===== src/fprint_defines.svh =====
`ifndef FPRINT_DEFINES_SVH
`define FPRINT_DEFINES_SVH

// task slots and task id width
`define FP_TASKS 4
`define FP_TASK_W 2

// fingerprint width
`define FP_CRC_W 16

// per task and core buffer
`define FP_CORES 3
`define FP_DEPTH 4
`define FP_PTR_W 2
`define FP_CNT_W 3

// host credits toward the status output
`define FP_STATUS_CREDITS 2
`define FP_CREDIT_W 2

`endif


===== src/fprint_pkg.sv =====
`include "fprint_defines.svh"

package fprint_pkg;

	// comparator sequencing
	typedef enum logic [3:0] {
		st_idle,
		st_set_task,
		st_check_task,
		st_compare,
		st_pop_heads,
		st_record_fault,
		st_flush_task,
		st_write_status
	} cmp_state_t;

	// one record per finished task
	// core 3 means unknown or no fault
	typedef struct packed {
		logic [`FP_TASK_W-1:0] task_id;
		logic [1:0] core;
		logic mismatch;
	} status_rec_t;

endpackage


===== src/fprint_task_if.sv =====
`timescale 1ns/1ps
`include "fprint_defines.svh"

interface fprint_task_if;

	// comparator side
	logic [`FP_TASK_W-1:0] task_id;
	logic pop_req;
	logic flush_req;

	// heads of the selected task
	logic [`FP_CRC_W-1:0] head0;
	logic [`FP_CRC_W-1:0] head1;
	logic [`FP_CRC_W-1:0] head2;

	// per task status
	logic [`FP_TASKS-1:0] ready;
	logic [`FP_TASKS-1:0] checkin;

	// selected task only
	logic remaining;
	logic [1:0] remaining_core;

	logic pop_ack;
	logic flush_ack;

	modport store (
		input task_id, pop_req, flush_req,
		output head0, head1, head2, ready, checkin,
		output remaining, remaining_core, pop_ack, flush_ack
	);

	modport comparator (
		output task_id, pop_req, flush_req,
		input head0, head1, head2, ready, checkin,
		input remaining, remaining_core, pop_ack, flush_ack
	);

endinterface


===== src/fprint_store.sv =====
`timescale 1ns/1ps
`include "fprint_defines.svh"

module fprint_store (
	input logic clk,
	input logic reset,
	input logic mode_tmr,
	input logic fp_valid,
	input logic [1:0] fp_core,
	input logic [`FP_TASK_W-1:0] fp_task,
	input logic [`FP_CRC_W-1:0] fp_crc,
	input logic done_valid,
	input logic [1:0] done_core,
	input logic [`FP_TASK_W-1:0] done_task,
	fprint_task_if.store task_bus,
	output logic overflow_error
);

	logic [`FP_CRC_W-1:0] mem [`FP_TASKS][`FP_CORES][`FP_DEPTH];
	logic [`FP_PTR_W-1:0] wr_ptr [`FP_TASKS][`FP_CORES];
	logic [`FP_PTR_W-1:0] rd_ptr [`FP_TASKS][`FP_CORES];
	logic [`FP_CNT_W-1:0] count [`FP_TASKS][`FP_CORES];
	logic [`FP_CORES-1:0] done [`FP_TASKS];
	logic [`FP_CORES-1:0] has_data [`FP_TASKS];
	logic wr_en [`FP_TASKS][`FP_CORES];
	logic rd_en [`FP_TASKS][`FP_CORES];
	logic [`FP_CORES-1:0] active;
	logic core_ok;
	logic buf_full;
	logic wr_ok;
	logic pop_go;
	logic flush_go;

	// DMR uses cores 0 and 1
	assign active = mode_tmr ? 3'b111 : 3'b011;

	// writes from inactive or invalid cores are ignored
	assign core_ok = (fp_core != 2'd3) && active[fp_core];
	assign buf_full = (count[fp_task][fp_core] == `FP_CNT_W'(`FP_DEPTH));
	assign wr_ok = fp_valid && core_ok && !buf_full;

	// act once per request with the ack in the next cycle
	assign pop_go = task_bus.pop_req && !task_bus.pop_ack;
	assign flush_go = task_bus.flush_req && !task_bus.flush_ack;

	always_comb begin
		for (int t = 0; t < `FP_TASKS; t++) begin
			for (int c = 0; c < `FP_CORES; c++) begin
				wr_en[t][c] = wr_ok && (fp_task == t) && (fp_core == c);
				rd_en[t][c] = pop_go && (task_bus.task_id == t) && active[c]
					&& (count[t][c] != '0);
				has_data[t][c] = active[c] && (count[t][c] != '0);
			end
			task_bus.ready[t] = (has_data[t] == active);
			task_bus.checkin[t] = ((done[t] & active) == active);
		end
	end

	assign task_bus.remaining = |has_data[task_bus.task_id];

	// lowest core still holding entries
	always_comb begin
		if (has_data[task_bus.task_id][0])
			task_bus.remaining_core = 2'd0;
		else if (has_data[task_bus.task_id][1])
			task_bus.remaining_core = 2'd1;
		else if (has_data[task_bus.task_id][2])
			task_bus.remaining_core = 2'd2;
		else
			task_bus.remaining_core = 2'd3;
	end

	assign task_bus.head0 = mem[task_bus.task_id][0][rd_ptr[task_bus.task_id][0]];
	assign task_bus.head1 = mem[task_bus.task_id][1][rd_ptr[task_bus.task_id][1]];
	assign task_bus.head2 = mem[task_bus.task_id][2][rd_ptr[task_bus.task_id][2]];

	always_ff @(posedge clk) begin
		if (wr_ok)
			mem[fp_task][fp_core][wr_ptr[fp_task][fp_core]] <= fp_crc;
	end

	always_ff @(posedge clk or posedge reset) begin
		if (reset) begin
			for (int t = 0; t < `FP_TASKS; t++) begin
				for (int c = 0; c < `FP_CORES; c++) begin
					wr_ptr[t][c] <= '0;
					rd_ptr[t][c] <= '0;
					count[t][c] <= '0;
				end
				done[t] <= '0;
			end
			task_bus.pop_ack <= 1'b0;
			task_bus.flush_ack <= 1'b0;
			overflow_error <= 1'b0;
		end else begin
			task_bus.pop_ack <= pop_go;
			task_bus.flush_ack <= flush_go;
			// sticky flag while the entry itself is dropped
			if (fp_valid && core_ok && buf_full)
				overflow_error <= 1'b1;
			for (int t = 0; t < `FP_TASKS; t++) begin
				for (int c = 0; c < `FP_CORES; c++) begin
					if (flush_go && (task_bus.task_id == t)) begin
						wr_ptr[t][c] <= '0;
						rd_ptr[t][c] <= '0;
						count[t][c] <= '0;
					end else begin
						if (wr_en[t][c])
							wr_ptr[t][c] <= wr_ptr[t][c] + 1'b1;
						if (rd_en[t][c])
							rd_ptr[t][c] <= rd_ptr[t][c] + 1'b1;
						count[t][c] <= count[t][c] + `FP_CNT_W'(wr_en[t][c])
							- `FP_CNT_W'(rd_en[t][c]);
					end
				end
				// flush also clears the check-in
				if (flush_go && (task_bus.task_id == t))
					done[t] <= '0;
				else if (done_valid && (done_task == t) && (done_core != 2'd3))
					done[t][done_core] <= 1'b1;
			end
		end
	end

endmodule


===== src/fprint_comparator.sv =====
`timescale 1ns/1ps
`include "fprint_defines.svh"

module fprint_comparator (
	input logic clk,
	input logic reset,
	input logic mode_tmr,
	fprint_task_if.comparator task_bus,
	output logic status_write,
	output fprint_pkg::status_rec_t status_rec,
	input logic status_ack
);

	fprint_pkg::cmp_state_t state;
	logic [`FP_TASK_W-1:0] task_q;
	logic [1:0] core_q;
	logic mismatch_q;
	logic [`FP_TASK_W-1:0] pick_task;
	logic pick_valid;
	logic m01;
	logic m12;
	logic m20;
	logic heads_match;
	logic [1:0] blame_core;

	// lowest numbered task with work or a check-in
	always_comb begin
		pick_valid = 1'b0;
		pick_task = '0;
		for (int t = `FP_TASKS - 1; t >= 0; t--) begin
			if (task_bus.ready[t] || task_bus.checkin[t]) begin
				pick_valid = 1'b1;
				pick_task = `FP_TASK_W'(t);
			end
		end
	end

	assign m01 = (task_bus.head0 == task_bus.head1);
	assign m12 = (task_bus.head1 == task_bus.head2);
	assign m20 = (task_bus.head2 == task_bus.head0);
	assign heads_match = m01 && ((m12 && m20) || !mode_tmr);

	// majority vote over the three heads in TMR
	always_comb begin
		if (!mode_tmr)
			blame_core = 2'd3;
		else if (m12 && !m01)
			blame_core = 2'd0;
		else if (m20 && !m01)
			blame_core = 2'd1;
		else if (m01 && !m12)
			blame_core = 2'd2;
		else
			blame_core = 2'd3;
	end

	always_ff @(posedge clk or posedge reset) begin
		if (reset) begin
			state <= fprint_pkg::st_idle;
			task_q <= '0;
			core_q <= 2'd3;
			mismatch_q <= 1'b0;
		end else begin
			case (state)
				fprint_pkg::st_idle: begin
					core_q <= 2'd3;
					mismatch_q <= 1'b0;
					if (pick_valid)
						state <= fprint_pkg::st_set_task;
				end
				fprint_pkg::st_set_task: begin
					// hold the task for the whole sequence
					task_q <= pick_task;
					state <= fprint_pkg::st_check_task;
				end
				fprint_pkg::st_check_task: begin
					if (task_bus.ready[task_q]) begin
						state <= fprint_pkg::st_compare;
					end else if (task_bus.checkin[task_q] && task_bus.remaining) begin
						// uneven counts after check-in
						core_q <= task_bus.remaining_core;
						state <= fprint_pkg::st_record_fault;
					end else if (task_bus.checkin[task_q]) begin
						state <= fprint_pkg::st_flush_task;
					end else begin
						state <= fprint_pkg::st_idle;
					end
				end
				fprint_pkg::st_compare: begin
					if (heads_match) begin
						state <= fprint_pkg::st_pop_heads;
					end else begin
						core_q <= blame_core;
						state <= fprint_pkg::st_record_fault;
					end
				end
				fprint_pkg::st_pop_heads: begin
					if (task_bus.pop_ack)
						state <= fprint_pkg::st_check_task;
				end
				fprint_pkg::st_record_fault: begin
					mismatch_q <= 1'b1;
					state <= fprint_pkg::st_flush_task;
				end
				fprint_pkg::st_flush_task: begin
					if (task_bus.flush_ack)
						state <= fprint_pkg::st_write_status;
				end
				fprint_pkg::st_write_status: begin
					// waits here while the host has no credit
					if (status_ack)
						state <= fprint_pkg::st_idle;
				end
				default: state <= fprint_pkg::st_idle;
			endcase
		end
	end

	// requests drop in the ack cycle
	assign task_bus.task_id = task_q;
	assign task_bus.pop_req = (state == fprint_pkg::st_pop_heads) && !task_bus.pop_ack;
	assign task_bus.flush_req = (state == fprint_pkg::st_flush_task) && !task_bus.flush_ack;

	assign status_write = (state == fprint_pkg::st_write_status);
	assign status_rec.task_id = task_q;
	assign status_rec.core = core_q;
	assign status_rec.mismatch = mismatch_q;

endmodule


===== src/fprint_status.sv =====
`timescale 1ns/1ps
`include "fprint_defines.svh"

module fprint_status (
	input logic clk,
	input logic reset,
	input logic status_write,
	input fprint_pkg::status_rec_t status_rec,
	output logic status_ack,
	input logic status_credit,
	output logic status_valid,
	output fprint_pkg::status_rec_t status_out
);

	logic [`FP_CREDIT_W-1:0] credits;

	// grant only while the host has room
	assign status_ack = status_write && (credits != '0);

	always_ff @(posedge clk or posedge reset) begin
		if (reset) begin
			credits <= `FP_CREDIT_W'(`FP_STATUS_CREDITS);
			status_valid <= 1'b0;
		end else begin
			status_valid <= status_ack;
			// grant and return together cancel out
			if (status_ack && !status_credit)
				credits <= credits - 1'b1;
			else if (!status_ack && status_credit)
				credits <= credits + 1'b1;
		end
	end

	always_ff @(posedge clk) begin
		if (status_ack)
			status_out <= status_rec;
	end

endmodule


===== src/fprint_checker_top.sv =====
`timescale 1ns/1ps
`include "fprint_defines.svh"

module fprint_checker_top (
	input logic clk,
	input logic reset,
	input logic mode_tmr,
	input logic fp_valid,
	input logic [1:0] fp_core,
	input logic [`FP_TASK_W-1:0] fp_task,
	input logic [`FP_CRC_W-1:0] fp_crc,
	input logic done_valid,
	input logic [1:0] done_core,
	input logic [`FP_TASK_W-1:0] done_task,
	output logic status_valid,
	output logic [`FP_TASK_W-1:0] status_task,
	output logic [1:0] status_core,
	output logic status_mismatch,
	input logic status_credit,
	output logic overflow_error
);

	fprint_task_if task_bus ();

	logic status_write;
	logic status_ack;
	fprint_pkg::status_rec_t status_rec;
	fprint_pkg::status_rec_t status_out;

	fprint_store u_store (
		.clk(clk),
		.reset(reset),
		.mode_tmr(mode_tmr),
		.fp_valid(fp_valid),
		.fp_core(fp_core),
		.fp_task(fp_task),
		.fp_crc(fp_crc),
		.done_valid(done_valid),
		.done_core(done_core),
		.done_task(done_task),
		.task_bus(task_bus.store),
		.overflow_error(overflow_error)
	);

	fprint_comparator u_comparator (
		.clk(clk),
		.reset(reset),
		.mode_tmr(mode_tmr),
		.task_bus(task_bus.comparator),
		.status_write(status_write),
		.status_rec(status_rec),
		.status_ack(status_ack)
	);

	fprint_status u_status (
		.clk(clk),
		.reset(reset),
		.status_write(status_write),
		.status_rec(status_rec),
		.status_ack(status_ack),
		.status_credit(status_credit),
		.status_valid(status_valid),
		.status_out(status_out)
	);

	// record fields to host pins
	assign status_task = status_out.task_id;
	assign status_core = status_out.core;
	assign status_mismatch = status_out.mismatch;

endmodule


===== config.mk =====
export PLATFORM = sky130hd
export DESIGN_NAME = fprint_checker_top
export DESIGN_NICKNAME = d
export VERILOG_FILES = /design/src/fprint_pkg.sv /design/src/fprint_task_if.sv /design/src/fprint_store.sv /design/src/fprint_comparator.sv /design/src/fprint_status.sv /design/src/fprint_checker_top.sv
export VERILOG_INCLUDE_DIRS = /design/src
export SDC_FILE = /design/constraint.sdc
export NUM_CORES = 1
export LEC_CHECK = 0
export ABC_AREA = 1
export BUFFER_PORTS_ARGS = -buffer_cell sky130_fd_sc_hd__buf_4
export CORE_MARGIN = 5
export CORE_UTILIZATION = 40
export DETAILED_ROUTE_END_ITERATION = 10
export SYNTH_ARGS = -nofsm -noshare
export SYNTH_HDL_FRONTEND = slang
export SYNTH_SLANG_ARGS = --single-unit
export TNS_END_PERCENT = 100

===== constraint.sdc =====
create_clock -name clk -period 2.8 [get_ports clk]
set_input_delay 0 -clock clk [delete_from_list [all_inputs] [get_ports clk]]
set_output_delay 0 -clock clk [all_outputs]
set_load 0.01 [all_outputs]

# Word level (Yosys, flattened, before mapping)
# Memory sizes are Yosys's and may differ from the RTL's.
# Index checks and enable logic that the tools add are counted.
# Widths: inputs -> output; s select.
# word_totals
ram_bits	768
n_memories	1
input_bits	30
output_inout_bits	7
word_cells	464
regBits	116
# mem_list
name	words	word_bits	read_ports	rd_clocked_by_memory_dff	write_ports	line_no	rtl
u_store.mem	4	192	1	0	1	fprint_store.sv:19	logic [`FP_CRC_W-1:0] mem [`FP_TASKS][`FP_CORES][`FP_DEPTH];
# op_classes
n_bitwise	15
n_lt_le_gt_ge	13
eq_ne	39
reduce_logical	153
n_mux	141
addsub	50
# ops
operator	count
$mux 192	1
$demux 64 s2	1
$mux 2	64
$mux 16	7
$bmux 16 s2	3
$logic_and 1x1->1	88
$mux 3	26
$mux 64	1
$reduce_bool 2->1	31
$add 2x1->2 const B	25
$eq 16x16->1	3
$reduce_bool 3->1	13
$add 3x1->3	12
$sub 3x1->3	12
$demux 16 s2	1
$pmux 4 s8	1
$bmux 6 s2	2
$eq 3x3->1	8
$mux 4	6
$mux 6	4
$ge 3x3->1 const B	7
$not 2->3	7
$bmux 9 s2	1
$mux 9	2
other kinds (27)	85

# Longest topological paths before layout
# logic_depth
ltp_word	17
depth_mapped	25
mapped_depth_nobuf	22

# Cells and area by module
# A second synthesis with hierarchy kept.
# hier_totals
hier_cells	2936
area_unflattened_um2	36476.2
# modules_own_cells
module	cells_per_inst	area_per_inst_um2	instances	seq_area_each_um2
fprint_store	2677	34807.1	1	25539.5
fprint_comparator	236	1365.1	1	202.7
fprint_status	23	304.0	1	226.5

# Worst setup path after synthesis
# No wires, ideal clock.
# synth_timing
kind	reg2reg
from	reg u_comparator.state[1]
to	reg u_store.count[2] in the netlist's numbering
arrival_time_ps	2516
t_required_ps	2669
path_buffers	1
setup_time_ps	131
setup_slack_ps	153
path_stages_with_launch	14
period_less_slack_ps	2647
cell_sequence	dfrtp_1 > clkbuf_1 > nor4_1 > inv_1 > nor2_1 > nand2_1 > inv_1 > ha_1 > inv_1 > ha_1 > inv_1 > fa_1 > xor2_1 > nor2_1
# synth_between
elab_chain_len	8
elab_cells_between_ends	12
cone_classes	add/sub (1); eq/ne (2); mux (1); reduce/logical (8)
# synth_lines
item	line_no	rtl
start, declared	fprint_comparator.sv:14	fprint_pkg::cmp_state_t state;
start signal, assigned	fprint_comparator.sv:59	state <= fprint_pkg::st_idle;
start signal, assigned	fprint_comparator.sv:69	state <= fprint_pkg::st_set_task;
start signal, assigned	fprint_comparator.sv:74	state <= fprint_pkg::st_check_task;
$eq 4x3->1	fprint_comparator.sv:121	assign task_bus.pop_req = (state == fprint_pkg::st_pop_heads) && !task_bus.pop_ack;
$logic_and 1x1->1	fprint_comparator.sv:121	
$logic_and 1x1->1	fprint_store.sv:43	assign pop_go = task_bus.pop_req && !task_bus.pop_ack;
net u_store.pop_go	fprint_store.sv:31	logic pop_go;
$logic_and 1x1->1 (2 in a row)	fprint_store.sv:50	rd_en[t][c] = pop_go && (task_bus.task_id == t) && active[c]
$logic_and 1x1->1	fprint_store.sv:51	&& (count[t][c] != '0);
$sub 3x1->3	fprint_store.sv:112	count[t][c] <= count[t][c] + `FP_CNT_W'(wr_en[t][c])
$mux 3	fprint_store.sv:103	if (flush_go && (task_bus.task_id == t)) begin
end signal, assigned by index	fprint_store.sv:112	
end, declared	fprint_store.sv:22	logic [`FP_CNT_W-1:0] count [`FP_TASKS][`FP_CORES];
# The timed path passes the listed nets, and every way through them passes these cells.
# A chain may end at the register's enable or synchronous reset.

# Worst setup path in the final report
# layout_timing
from	reg u_comparator.task_q[0] (netlist: u_comparator.task_bus.task_id[0])
to	reg u_comparator.core_q[0]
# layout_between
elab_chain_len	17
elab_cells_between_ends	52
cone_classes	eq/ne (6); mux (30); bitwise (4); reduce/logical (11); memory (1)
# layout_lines
item	line_no	rtl
start, declared	fprint_comparator.sv:15	logic [`FP_TASK_W-1:0] task_q;
start signal, assigned	fprint_comparator.sv:73	task_q <= pick_task;
$not 2->3 (not written as such)	-	
$bmux 6 s2	fprint_store.sv:73, fprint_store.sv:74, fprint_store.sv:75	
$mux 6 (not written as such) (2 in a row)	fprint_store.sv:73	assign task_bus.head0 = mem[task_bus.task_id][0][rd_ptr[task_bus.task_id][0]];
$not 2->3, on equally long branches	fprint_store.sv:74, fprint_store.sv:75	
$bmux 16 s2, on equally long branches	fprint_store.sv:74, fprint_store.sv:75	
$mux 16, on equally long branches (2 in a row)	fprint_store.sv:74, fprint_store.sv:75	
$eq 16x16->1	fprint_comparator.sv:39	assign m12 = (task_bus.head1 == task_bus.head2);
$logic_not 1->1	fprint_comparator.sv:51	else if (m01 && !m12)
$logic_and 1x1->1	fprint_comparator.sv:51	
$mux 1	fprint_comparator.sv:51	
$mux 2	fprint_comparator.sv:49	else if (m20 && !m01)
$mux 2	fprint_comparator.sv:47	else if (m12 && !m01)
$mux 2	fprint_comparator.sv:45	if (!mode_tmr)
$mux 2	fprint_comparator.sv:90	if (heads_match) begin
$pmux 2 s3	fprint_comparator.sv:64	case (state)
end signal, assigned	fprint_comparator.sv:81	core_q <= task_bus.remaining_core;
end signal, assigned	fprint_comparator.sv:93	core_q <= blame_core;
end, declared	fprint_comparator.sv:16	logic [1:0] core_q;
# Parallel ways exist; a longest one is shown, timed or not. The select of a mux whose other input is x is not followed.

==> impl_metrics.py <==
metrics = {
    "run_status": {
        "outcome": "finished with violations",
        "violations": "setup timing",
    },
    "sta": {
        "hold_viol": 0,
        "fin_worst_skew_ps": 25.57,
        "holdWs_ps": 9.251,
        "period_minus_slack_ps": 3072,
        "fin_crit_sh_pct": 109.7,
        "postLayoutSetupSlackWorst_ps": -271.8,
        "slew_violations": 0,
        "finalSetupViolCount": 3,
        "max_freq_mhz": 325.5,
        "tns_ps": -793.2,
        "slew_headroom_pct": 49.25,
        "rsz0062_at_grt": "true",
        "worstMarginPinSlew_ps": 761.3,
    },
    "finish": {
        "syn_to_final_growth_pct": 26.00,
        "layoutNonFillerInstCount": 5614,
        "post-route-util_pct": 50.67,
        "stdcell_area_um2": 48930,
        "final-seq-area_um2": 25980,
        "nets": 4324,
        "multi_input_area_um2": 11990,
        "drive_above_1_share_pct": 20.53,
        "fillCellCount": 8442,
        "final_cell_mix": "nand2_1 (1417), edfxtp_1 (773), nor2_1 (362), buf_4 (313), nand3_1 (309)",
        "layout_commonest_cell": "nand2_1",
    },
    "clock_network": {
        "clock_path_buffers": 3,
        "cts_root_buf": "clkbuf_16",
        "cts_tree": "done",
        "numCtsBuffers": 96,
        "clock-sinks": 883,
        "clk_pin_slew_ps": 60,
        "htreeDepth": 3,
        "insertion_delay_ps": 670,
    },
    "setup_path": {
        "rr_startpoint": "u_comparator.task_bus.task_id[0]",
        "required_ps": 3410,
        "cp-startpoint": "u_comparator.task_bus.task_id[0]",
        "cp.arrival_ps": 3690,
        "cp_slowest_stage_delay_ps": 570,
        "worstSetupPathType": "flip-flop to flip-flop",
        "path_common_cell": "nand2_1",
        "crit_slowest_cell": "dfrtp_4",
        "worstPathMaxFanout": 8,
        "r2r_setup_slack_ps": -270,
        "cpLargestDelayFamily": "simple AND/OR/NAND/NOR gates",
        "path_buf_inv": 7,
        "critPathCaptureType": "flip-flop",
        "startpoint_type": "flip-flop",
    },
    "worst_hold_path": {
        "hold_path_class": "input pin to asynchronous set/reset pin",
    },
    "drt": {
        "drc": 0,
        "vias_per_cell": 5.127,
        "routed_wl_um": 117200,
        "routedWlPerCell_um": 20.87,
        "detail_route.iter0.violations": 2981,
        "dr.pass1.iters": 8,
        "ant_nets": 0,
        "dr_total_vias": 28780,
    },
    "placement": {
        "dp_hpwl_um": 72260,
        "dpl_worst_slack_ps": -542.1,
        "dpl_cell_area_um2": 43400,
        "io_buffers": 36,
        "place.gp.congestion": 0.9101,
        "dp_cells": 5340,
    },
    "synthesis": {
        "ys_warn_count": 0,
        "synthDistinctLibCells": 45,
        "ys_ff_latch": 883,
        "syn_area_um2": 38840,
        "syn-num-nets": 3887,
        "ys_seq_area_share_pct": 66.87,
        "syn_inst": 3820,
        "avgSynthCellArea_um2": 10.17,
    },
    "pwr": {
        "peakVddDrop_mv": 0.6013,
        "p_leak_nw": 20.43,
        "p_total_mw": 55.43,
        "power_density_nw_per_um2": 1133,
    },
    "flow_run": {
        "maxCapViolCount": 0,
    },
    "grt": {
        "grt_max_degree": 72,
        "grt_overflow": 0,
        "antenna_found_initial": 5,
        "grtUsageTotal_pct": 21.62,
        "grt_pass1_wl_um": 168900,
        "grt_pass1_vias": 27400,
    },
    "die": {
        "num_rows": 114,
        "io_pins": 37,
        "die_x_um": 321.6,
        "initial_core_util_pct": 40.22,
        "die_area_um2": 103400,
        "fp.dieH_um": 321.6,
        "core_um2": 96570,
    },
}
==> flip-flops by register name (all words and copies together) (netlist names) <==
| name | count |
|---|---|
| u_comparator.task_bus.task_id | 2 |
| u_store.task_bus.pop_ack | 1 |
| u_comparator.mismatch_q | 1 |
| u_comparator.core_q | 2 |
| u_store.rd_ptr | 24 |
| u_store.done | 12 |
| u_store.task_bus.flush_ack | 1 |
| u_status.credits | 2 |
| u_status.status_valid | 1 |
| u_status.status_out | 5 |
| u_store.overflow_error | 1 |
| u_store.mem | 768 |
| u_comparator.state | 3 |
| u_store.count | 36 |
| u_store.wr_ptr | 24 |
==> layout make-up <==
cell class,instances,share of cell area (%)
tap,1276,3.263
antenna,3,0.01534
clock buffer,128,5.446
timing repair buffer,486,10.87
timing repair inverter,1,0.01790
multi-input combinational,2563,24.50
clock inverter,48,0.9665
inverter,226,1.841
sequential,883,53.09
==> worst register-to-register path, delay by kind of cell (launching register included) <==
family	cells	cell delay, ps
flip-flops	1	570
AO/OA/AOI/OAI	1	140
AND/OR/NAND/NOR	17	1330
buffers and inverters	7	960
==> Yosys cell counts (all sizes together) <==
| cell type | number | area share, % |
|---|---|---|
| nand4 | 6 | 0.097 |
| o211ai | 1 | 0.019 |
| xnor2 | 15 | 0.34 |
| nand2 | 1516 | 15 |
| a21boi | 1 | 0.019 |
| xor2 | 25 | 0.56 |
| or2 | 5 | 0.081 |
| o21ai | 45 | 0.58 |
| a221oi | 3 | 0.068 |
| nand3b | 1 | 0.019 |
| clkbuf | 11 | 0.11 |
| a211oi | 4 | 0.077 |
| buf | 139 | 2.3 |
| o31a | 1 | 0.023 |
| nor3 | 40 | 0.52 |
| dfstp | 3 | 0.20 |
| a22o | 1 | 0.023 |
| inv | 226 | 2.2 |
| fa | 12 | 0.62 |
| edfxtp | 773 | 60 |
| o2111ai | 2 | 0.045 |
| a21o | 2 | 0.039 |
| nor2 | 456 | 4.6 |
| a22oi | 2 | 0.039 |
| a21oi | 33 | 0.43 |
| dfrtp | 107 | 6.9 |
| nand3 | 349 | 4.5 |
| o22ai | 10 | 0.16 |
| o21a | 1 | 0.019 |
| nor4 | 4 | 0.064 |
| ha | 25 | 0.81 |
| o41ai | 1 | 0.023 |
==> logic make-up after synthesis <==
| kind of cell | share of synthesized area [%] |
|---|---|
| buffers and inverters | 4.636 |
| DFF | 66.87 |
| and+or+nand+nor | 24.60 |
| xor gates and xnor gates | 0.9021 |
| AOI/OAI and AO/OA | 1.569 |
| adders and majority gates | 1.424 |
==> metal layers <==
layer / track usage, % / vias to the layer above / part of all wire [%]
met1: 29.51 / 13940 / 42
met2: 35.23 / 1105 / 47
li1: - / 13500 / -
met3: 3.902 / 237 / 8.0
met5: 0 / - / 0.013
met4: 7.266 / 4 / 3.5
==> power breakdown <==
part / internal, mW / switching, mW
Clock: 7.48 / 5.11
Sequential: 15.2 / 0.553
Combinational: 11.1 / 16.1
Total: 33.7 / 21.7
==> worst paths after layout <==
| kind | to | cells past startpoint |
|---|---|---|
| setup reg to reg | u_comparator.core_q[0] | 25 |
| hold / removal | u_store.done[10] | 4 |
| max in group asynchronous | u_comparator.task_bus.task_id[0] | 4 |
| setup / recovery | u_comparator.core_q[0] | 25 |
| hold reg to reg | u_store.task_bus.flush_ack | 1 |
| min in group clk | u_comparator.core_q[0] | 7 |
==> what timing repair did <==
| action | CTS | global route |
|---|---|---|
| setup buffers | 30 | 16 |
| hold buffers | 32 | 0 |
| pin swaps | 26 | 108 |
| cloned | 7 | 14 |
| setup endpoints to repair | 9 | 214 |
| gates resized for setup | 127 | 221 |
| hold endpoints to repair | 905 | 0 |
No activity file was read; power rests on OpenSTA's default activity.
